$ cat src/logic/soc_pkg.sv
package soc_pkg;

    typedef logic [31:0] word_t;
    typedef logic [31:0] addr_t;
    typedef logic [3:0]  be_t;                  // bit n enables byte n

    typedef struct packed {
        addr_t addr;
        word_t wdata;
        be_t   be;
        logic  write;                           // 1 = write, 0 = read
    } bus_req_t;

    typedef logic [1:0] region_t;

    localparam region_t REGION_RAM  = 2'd0;
    localparam region_t REGION_GPIO = 2'd1;
    localparam region_t REGION_NONE = 2'd2;

    // address bits 31..28
    localparam logic [3:0] RAM_BASE_NIBBLE  = 4'h0;
    localparam logic [3:0] GPIO_BASE_NIBBLE = 4'h1;

    // address bits 7..0 inside the gpio window
    localparam logic [7:0] GPIO_OUT_OFS = 8'h00;
    localparam logic [7:0] GPIO_IN_OFS  = 8'h04;

    function automatic word_t be_merge(word_t old_w, word_t new_w, be_t be);
        word_t res;
        res = old_w;
        for (int b = 0; b < 4; b++) begin
            if (be[b]) begin
                res[8*b +: 8] = new_w[8*b +: 8];
            end
        end
        return res;
    endfunction

endpackage

$ cat src/logic/dbus_decode.sv
`timescale 1ns/100ps

module dbus_decode (
    input  logic              clk_i,
    input  logic              rst_n_i,
    input  logic              req_valid_i,
    output logic              req_ready_o,
    input  soc_pkg::bus_req_t req_i,
    output logic              rsp_valid_o,
    output soc_pkg::word_t    rsp_rdata_o,
    output logic              ram_valid_o,
    input  logic              ram_ready_i,
    input  logic              ram_rsp_valid_i,
    input  soc_pkg::word_t    ram_rdata_i,
    output logic              gpio_valid_o,
    input  logic              gpio_rsp_valid_i,
    input  soc_pkg::word_t    gpio_rdata_i
);

    soc_pkg::region_t region;
    logic             hit_ram;
    logic             hit_gpio;
    logic             hit_none;
    logic             none_pend_q;

    always_comb begin
        case (req_i.addr[31:28])
            soc_pkg::RAM_BASE_NIBBLE:  region = soc_pkg::REGION_RAM;
            soc_pkg::GPIO_BASE_NIBBLE: region = soc_pkg::REGION_GPIO;
            default:                   region = soc_pkg::REGION_NONE;
        endcase
    end

    assign hit_ram  = (region == soc_pkg::REGION_RAM);
    assign hit_gpio = (region == soc_pkg::REGION_GPIO);
    assign hit_none = (region == soc_pkg::REGION_NONE);

    assign ram_valid_o  = req_valid_i & hit_ram;
    assign gpio_valid_o = req_valid_i & hit_gpio;

    // only the ram path can stall
    assign req_ready_o = hit_ram ? ram_ready_i : 1'b1;

    always_ff @(posedge clk_i) begin
        if (!rst_n_i) begin
            none_pend_q <= 1'b0;
        end else begin
            none_pend_q <= req_valid_i & hit_none & ~req_i.write;
        end
    end

    // sources never overlap, one read accepted per cycle
    assign rsp_valid_o = ram_rsp_valid_i | gpio_rsp_valid_i | none_pend_q;

    always_comb begin
        if (ram_rsp_valid_i) begin
            rsp_rdata_o = ram_rdata_i;
        end else if (gpio_rsp_valid_i) begin
            rsp_rdata_o = gpio_rdata_i;
        end else begin
            rsp_rdata_o = '0;                   // unmapped reads return zero
        end
    end

endmodule

$ cat config.mk
export PLATFORM = sky130hd
export DESIGN_NAME = dbus_decode
export DESIGN_NICKNAME = d
export VERILOG_FILES = /design/src/logic/soc_pkg.sv /design/src/logic/dbus_decode.sv
export SDC_FILE = /design/constraint.sdc
export NUM_CORES = 1
export LEC_CHECK = 0
export BUFFER_PORTS_ARGS = -buffer_cell sky130_fd_sc_hd__buf_2
export CAP_MARGIN = 10
export CORE_AREA = 3 3 67 69
export DETAILED_ROUTE_END_ITERATION = 7
export DIE_AREA = 0 0 70 72
export GPL_TIMING_DRIVEN = 1
export PLACE_DENSITY = 0.71
export SYNTH_ARGS = -nofsm -noshare
export SYNTH_HDL_FRONTEND = slang
export SYNTH_SLANG_ARGS = --single-unit
$ cat constraint.sdc
create_clock -name clk_i -period 0.86 [get_ports clk_i]
set_input_delay 0.086 -clock clk_i [delete_from_list [all_inputs] [get_ports clk_i]]
set_output_delay 0.086 -clock clk_i [all_outputs]
set_load 0.02 [all_outputs]
==> impl_metrics.yaml <==
status:
  status: "complete, but fails checks"
  violations: "negative setup slack"
placed_design:
  port_buffers: 110
  dp_slack_ps: -143.6
  place.gp.congestion: 0.7632
  post-dp-hpwl_mm: 2.278
floorplanning:
  die_x_um: 70
  rows: 23
  start_util_pct: 10.49
  io_pins: 175
  die_area_mm2: 0.005040
  core_mm2: 0.003971
  fp.dieH_um: 72
global_routing:
  grt_max_degree: 19
  grt.total_usage_pct: 10.12
  grt_pass1_vias: 945
  grt_antenna_before_repair: 0
  grt_pass1_wl_mm: 4.340
  grt_overflow_total: 0
synth:
  ys_top_cells_by_area: "a22o_1 (63%), buf_4 (5.4%), dfxtp_1 (4.8%)"
  syn_inst: 52
  yosysWarnings: 0
  yosysUniqueCellTypes: 14
  syn_nets: 191
  yosysTopAreaCell: "a22o_1"
  netlist_area_um2: 416.7
  ys_ff_latch: 1
  synth_top_cell_area_share_pct: 63.06
  postSynthAreaPerCell_um2: 8.013
  seq_area_frac_synth_pct: 4.805
cells_and_area:
  antenna_cells: 0
  drive_gt1_share_pct: 75.61
  regMostFlops: "none_pend_q"
  largestRegisters: "none_pend_q x1"
  largest_reg_flops: 1
  area_growth_pct: 209.0
  finalNetCount: 305
routing:
  vias: 915
  routed_via_density: 4.276
  wl_mm: 2.763
  initialDrtViolationCount: 20
  drcViolationCount: 0
  wl_per_cell_um: 12.91
  antenna_left: 0
  firstDrtPassIters: 4
min_path:
  hp-class: "in -> reg"
  hold_end: "none_pend_q"
  worst_hold_path.num_cells: 2
  hp-start: "req_i[0]"
timing:
  setup_viol: 34
  post-route-min-period_ps: 978.5
  rsz0062_at_grt: "yes"
  max_slew_margin_pct: 87.81
  hold_slack_ps: 272.8
  slew_viol_final: 0
  worst_slew_pin_slew_ps: 182.5
  hold_violations: 0
  fin_crit_sh_pct: 113.8
  max_freq_mhz: 1022
  setup_ws_ps: -118.5
power_and_ir_drop:
  peakVddDrop_mv: 0.2633
  p_total_mw: 0.8506
  p_per_area_mw_per_mm2: 660.7
  power_leakage_nw: 0.7146
setup_path:
  required_ps: 770
  cp_max_fo: 2
  worstSetupEndpointType: "output port"
  crit_type: "in -> out"
  critPathArrivalTime_ps: 890
  cp-start-kind: "input pin"
flow_run:
  max_cap_violations: 0
cts:
  clk_pin_slew_ps: 0
cell type report:
class / instances / area, um2
Fill cell: 429 / 2684
Multi-Input combinational cell: 44 / 365.4
Sequential cell: 1 / 20.02
Tap cell: 50 / 62.56
Timing Repair Buffer: 119 / 839.6
cell usage after synthesis (all sizes together):
master  number
dfxtp        1
buf          7
nor3         2
a22o        30
or3          1
and3b        1
or3b         1
o21ai        2
and3         1
nor2b        1
nand2        5
critical path, stage by stage:
cell	delay, ps
buf_6	90
nor3_4	170
or3b_4	400
buf_6	140
how the worst max path moves through the flow:
stage	from	to	slack (ps)	depth (start not counted)
finish	req_i[68]	req_ready_o	-120	4
global route	req_i[68]	req_ready_o	-150	4
CTS	req_i[67]	req_ready_o	-120	4
detailed placement	req_i[66]	req_ready_o	-140	4
global placement	gpio_rsp_valid_i	rsp_rdata_o[15]	-110	5
floorplan	ram_rsp_valid_i	rsp_rdata_o[29]	-80	3
per-layer routing:
| metal | global-route usage [%] | up-vias | part of all wire, % |
|---|---|---|---|
| li1 | - | 442 | - |
| met1 | 12.04 | 403 | 36 |
| met2 | 19.83 | 68 | 52 |
| met3 | 1.801 | 2 | 11 |
| met4 | 0.4255 | 0 | 0.43 |
| met5 | 0 | - | 0 |
cells in the final DEF, fill, tap and decap left out:
cell type  instances
buf_2             71
buf_6             31
and3_4             1
or3b_4             1
dfxtp_1            1
a22o_1            30
nor3_1             1
o21ai_1            2
and3b_2            1
buf_4             16
nand2_1            5
nor3_4             1
buf_8              1
or3_1              1
nor2b_4            1
where the power goes:
group / internal (mW) / switching (mW)
sequential: 0.0492 / 0.000270
combinational: 0.442 / 0.359
clock: 0 / 0
total: 0.491 / 0.359
per-stage QoR:
stage	instances	cell area, um2	setup TNS, ps	utilization [%]
6_report	214	1287	-848.6	32.42
5_1_grt	214	1287	-2773	32.42
4_1_cts	213	1260	-1649	31.73
3_5_place_dp	210	1018	-3899	25.65
3_3_place_gp	210	1018	-3291	25.65
2_1_floorplan	52	416.7	-166.1	-
what timing repair did:
action	CTS	global route
pin swaps	4	4
endpoints found under the setup margin	34	35
gates resized for setup	70	8
cloned	2	0
hold buffers	0	0
buffers inserted	1	1
kinds of logic (layout without fill, tap and decap cells):
family,Yosys count,in the layout,synth area share [%]
buf+inv,7,119,11.71
simple gates,12,12,18.02
compound gates,32,32,65.47
flops,1,1,4.805
Note: power is estimated with default switching activity, not from simulation.
