--- config.mk ---
export PLATFORM = sky130hd
export DESIGN_NAME = gpio_regs
export DESIGN_NICKNAME = d
export VERILOG_FILES = /design/src/logic/soc_pkg.sv /design/src/logic/gpio_regs.sv
export SDC_FILE = /design/constraint.sdc
export NUM_CORES = 1
export LEC_CHECK = 0
export ABC_AREA = 1
export BUFFER_PORTS_ARGS = -buffer_cell sky130_fd_sc_hd__buf_2
export CELL_PAD_IN_SITES_DETAIL_PLACEMENT = 1
export CELL_PAD_IN_SITES_GLOBAL_PLACEMENT = 2
export CORE_UTILIZATION = 25
export CTS_CLUSTER_SIZE = 14
export DETAILED_ROUTE_END_ITERATION = 10
export PLACE_DENSITY = 0.92
export RECOVER_POWER = 50
export SETUP_SLACK_MARGIN = 0.3
export SYNTH_ARGS = -nofsm -noshare
export SYNTH_HDL_FRONTEND = slang
export SYNTH_SLANG_ARGS = --single-unit
--- constraint.sdc ---
create_clock -name clk_i -period 3.5 [get_ports clk_i]
set_clock_uncertainty 0.1 [all_clocks]
set_input_delay 0.7 -clock clk_i [delete_from_list [all_inputs] [get_ports clk_i]]
set_output_delay 0.7 -clock clk_i [all_outputs]
set_load 0.01 [all_outputs]
--- src/logic/soc_pkg.sv ---
package soc_pkg;

    typedef logic [31:0] word_t;
    typedef logic [31:0] addr_t;
    typedef logic [3:0]  be_t;                  // bit n enables byte n

    typedef struct packed {
        addr_t addr;
        word_t wdata;
        be_t   be;
        logic  write;                           // 1 = write, 0 = read
    } bus_req_t;

    typedef logic [1:0] region_t;

    localparam region_t REGION_RAM  = 2'd0;
    localparam region_t REGION_GPIO = 2'd1;
    localparam region_t REGION_NONE = 2'd2;

    // address bits 31..28
    localparam logic [3:0] RAM_BASE_NIBBLE  = 4'h0;
    localparam logic [3:0] GPIO_BASE_NIBBLE = 4'h1;

    // address bits 7..0 inside the gpio window
    localparam logic [7:0] GPIO_OUT_OFS = 8'h00;
    localparam logic [7:0] GPIO_IN_OFS  = 8'h04;

    function automatic word_t be_merge(word_t old_w, word_t new_w, be_t be);
        word_t res;
        res = old_w;
        for (int b = 0; b < 4; b++) begin
            if (be[b]) begin
                res[8*b +: 8] = new_w[8*b +: 8];
            end
        end
        return res;
    endfunction

endpackage

--- src/logic/gpio_regs.sv ---
`timescale 1ns/100ps

module gpio_regs (
    input  logic              clk_i,
    input  logic              rst_n_i,
    input  logic              valid_i,
    input  soc_pkg::bus_req_t req_i,
    output logic              rsp_valid_o,
    output soc_pkg::word_t    rdata_o,
    input  soc_pkg::word_t    gpio_i,
    output soc_pkg::word_t    gpio_o
);

    logic [7:0]     ofs;
    logic           rd_req;
    logic           rsp_q;
    soc_pkg::word_t out_q;
    soc_pkg::word_t rdata_q;

    assign ofs    = req_i.addr[7:0];
    assign rd_req = valid_i & ~req_i.write;

    always_ff @(posedge clk_i) begin
        if (!rst_n_i) begin
            out_q <= '0;
            rsp_q <= 1'b0;
        end else begin
            rsp_q <= rd_req;
            if (valid_i && req_i.write && ofs == soc_pkg::GPIO_OUT_OFS) begin
                out_q <= soc_pkg::be_merge(out_q, req_i.wdata, req_i.be);
            end
        end
    end

    always_ff @(posedge clk_i) begin
        if (rd_req) begin
            case (ofs)
                soc_pkg::GPIO_OUT_OFS: rdata_q <= out_q;
                soc_pkg::GPIO_IN_OFS:  rdata_q <= gpio_i;   // sampled at the read
                default:               rdata_q <= '0;
            endcase
        end
    end

    assign rsp_valid_o = rsp_q;
    assign rdata_o     = rdata_q;
    assign gpio_o      = out_q;

endmodule

==> summary.md <==
| Metric | Value |
|---|---|
| Chip Width | 115 um |
| Share of cells above drive strength 1 | about 17% |
| Area of all placed cells without fillers | 4230 um^2 |
| Worst hold slack | 0.441 ns |
| Tcrit/Tclk final | 65.4% |
| Final setup violation count | 0 |
| CTS tree | yes |
| Max Cap Viol | 1 |
| Placer Congestion | roughly 0.76 |
| Crit Path Category | primary input to flip-flop |
| DRC errors left | 0 |
| H-tree levels | 3 |
| Hold_buf cts | 0 |
| Core ar. | ~12,000 um^2 |
| Hold Crit Start | gpio_o[13] |
| CP top delay family | simple AND/OR/NAND/NOR gates |
| Drt first pass iters | 4 |
| Reg2reg end | rdata_o[27] |
| Final Hold Fails | 0 |
| Starting density of the core | 26.0% |
| Mapped Nets | about 530 |
| Area share of the largest cell type after synthesis | between 30% and 40% |
| Int Power | 1480 uW |
| Global-route wire length before repair | 15,600 um |
| GRT overflow | 0 |
| Worst-path fanout max | 32 |
| HPWL Detailed | 7420 um |
| Syn Inst Count | 428 |
| CP endpoint kind | flip-flop |
| R2R Setup Slk | 2.67 ns |
| Sequential-to-total area share from yosys stat | 51.2% |
| Largest net degree at the start of global routing | 38 |
| Count of different cell masters after synthesis | 15 |
| Final period demand of the worst path | 2.29 ns |
| Sw power | 408 uW |
| FF+latch count, synth | 65 |
| Status | finished with violations |
| Post-CTS resize count | 0 |
| CP peak stage delay | about 1.2 ns |
| Fin Setup TNS | 0 ns |
| Die Y | about 110 um |
| Pins Over Slew Limit | 33 |
| Synth Warn # | 0 |
| Die area | 13,100 um^2 |
| Multi-input logic area | 1030 um^2 |
| Peak VDD IR | roughly 0.00018 V |
| Rows | 40 |
| Avg Vias per Cell | 4.24 |
| Hold Path Sink | gpio_o[13] |
| Reg power frac | 43.1% |
| Min-delay worst type | flip-flop to flip-flop |
| Clock sinks | 65 |
| Drt initial violations | 119 |
| Slowest-stage cell, CP | nor2_2 |
| Setup Buffers After CTS | 0 |
| Vias | about 3,100 |
| Clock-pin slew on the worst setup and hold paths | 0.05 ns |
| Post-Place Worst Slack | just over 1 ns |
| Register Area | roughly 1600 um^2 |
| Post-synth design cell area | 3160 um^2 |
| CP cell instances | clkbuf_1, inv_1, nor2_2 |
| Arr. time, crit path | 2.11 ns |
| Sw frac | 21.6% |
| RSZ-0062 raised after global routing | no |
| Fill count | around 1,600 |
| Logic gate share of total power | 6.3% |
| Post-route ant nets | 0 |
| Max-slew headroom | -11.9% |
| Diode count | 0 |
| Final Worst Setup Slack | 1.21 ns |
| Avg WL per Cell | between 10 and 15 um |
| Syn avg cell area | 7.39 um^2 |
| F_max | between 400 and 500 MHz |
| Tot GR Track Use | 15.5% |
| Routed WL | 9650 um |
| Top cells by area, synth | edfxtp_1 30%, dfxtp_1 21%, nand2_1 16% |
| Clk pwr share | approximately half |
| Slew @ Worst Pin | approximately 1.7 ns |
| Startpoint types | primary input |
| Worst-skew pair later-pin latency | 0.33 ns |
| Final net count | 668 |
| Failing checks | capacitance limit, slew limit |
| Worst reg2reg path depth | 2 |
| Worst path bufs/invs | 2 |
| Clock Path Buffers | 2 |
| Area delta synth->final | 33.7% |
| Area after DPL | approximately 4000 um^2 |
| Worst R2R Start | gpio_o[27] |
| IO buf count | approximately 140 |
| Clk root buf | clkbuf_16 |
| IO Pins | 169 |
| Hold path depth | 4 |
| TritonCTS buffer count | 9 |
| Synth area leader | edfxtp_1 |
| Power per cell area | around 450 nW/um^2 |
| P_leak | approximately 0.0021 uW |
| Number of global-route vias before repair | 3,250 |
| WP depth | 3 |
| Initial antenna violation count | 0 |
| WP data required | 3.32 ns |
-- final cells by class --
cell class | instances | area share (%)
Sequential cell | 65 | 38.3
Multi-Input combinational cell | 239 | 24.4
Timing Repair Buffer | 150 | 16.1
Inverter | 99 | 8.78
Clock buffer | 10 | 5.41
Tap cell | 168 | 4.97
Clock inverter | 6 | 1.95
-- cell usage in the layout, fill, tap and decap left out, drive strengths merged --
cell      Yosys  layout
nand2       131     131
inv          98      98
buf          14      83
clkbuf       11      77
nor2         38      38
nand3        36      36
dfxtp        33      33
nand4        32      32
edfxtp       32      32
clkinv        1       4
bufinv        0       2
and3b         1       1
nor3b         1       1
clkinvlp      0       1
-- cell usage after synthesis --
cell type / n
and3b_1: 1
buf_1: 3
buf_2: 7
buf_6: 4
clkbuf_1: 11
clkinv_1: 1
dfxtp_1: 33
edfxtp_1: 32
inv_1: 98
nand2_1: 131
nand3_1: 36
nand4_1: 32
nor2_1: 37
nor2_4: 1
nor3b_1: 1
-- registers in the layout, indices dropped and copies added, names as in the netlist --
| signal | flops |
|---|---|
| gpio_o | 32 |
| rdata_o | 32 |
| rsp_valid_o | 1 |
-- worst max path at each step --
stage / start / endpoint / slack, ns
finish: valid_i / rdata_o[9] / 1.21
global route: req_i[42] / gpio_o[23] / 0.95
detailed placement: req_i[44] / gpio_o[22] / 1.02
global placement: req_i[44] / gpio_o[27] / 1.11
floorplan: valid_i / rdata_o[0] / 0.88
CTS: req_i[44] / gpio_o[21] / 1.37
-- power groups by stage --
stage,Combinational [uW],Sequential (uW),Clock [uW]
2_1_floorplan,45.6,836,0
3_3_place_gp,123,828,0
3_5_place_dp,126,829,0
4_1_cts,126,813,977
5_1_grt,135,814,1010
6_report,119,813,953
-- cell families (layout without fill, tap and decap cells) --
| family | Yosys count | after routing | share of synthesized area [%] |
|---|---|---|---|
| and+or+nand+nor | 239 | 239 | 32.8 |
| DFF | 65 | 65 | 51.2 |
| buffers and inverters | 124 | 265 | 15.9 |
-- worst reg2reg max path, stage by stage (launching register included) --
cell	delay, ns
dfxtp_1	0.33
nand2_1	0.10
nand2_1	0.06
-- metrics by stage --
step	instances	utilization [%]	power [uW]
floorplan	428	-	882
global placement	721	33.0	951
detailed placement	721	33.0	954
CTS	737	35.6	1920
global route	737	34.8	1960
finish	737	34.8	1890
-- per-layer routing --
| layer | wire length [um] | share of wire, % | track usage, % | up-vias |
|---|---|---|---|---|
| met5 | 0 | 0 | 0 | - |
| met4 | 157 | 1.6 | 6.23 | 0 |
| met3 | 623 | 6.5 | 3.81 | 14 |
| met2 | 4600 | 48 | 26.6 | 101 |
| met1 | 4280 | 44 | 18.4 | 1432 |
| li1 | - | - | - | 1579 |
Note: power is estimated with default switching activity, not from simulation.
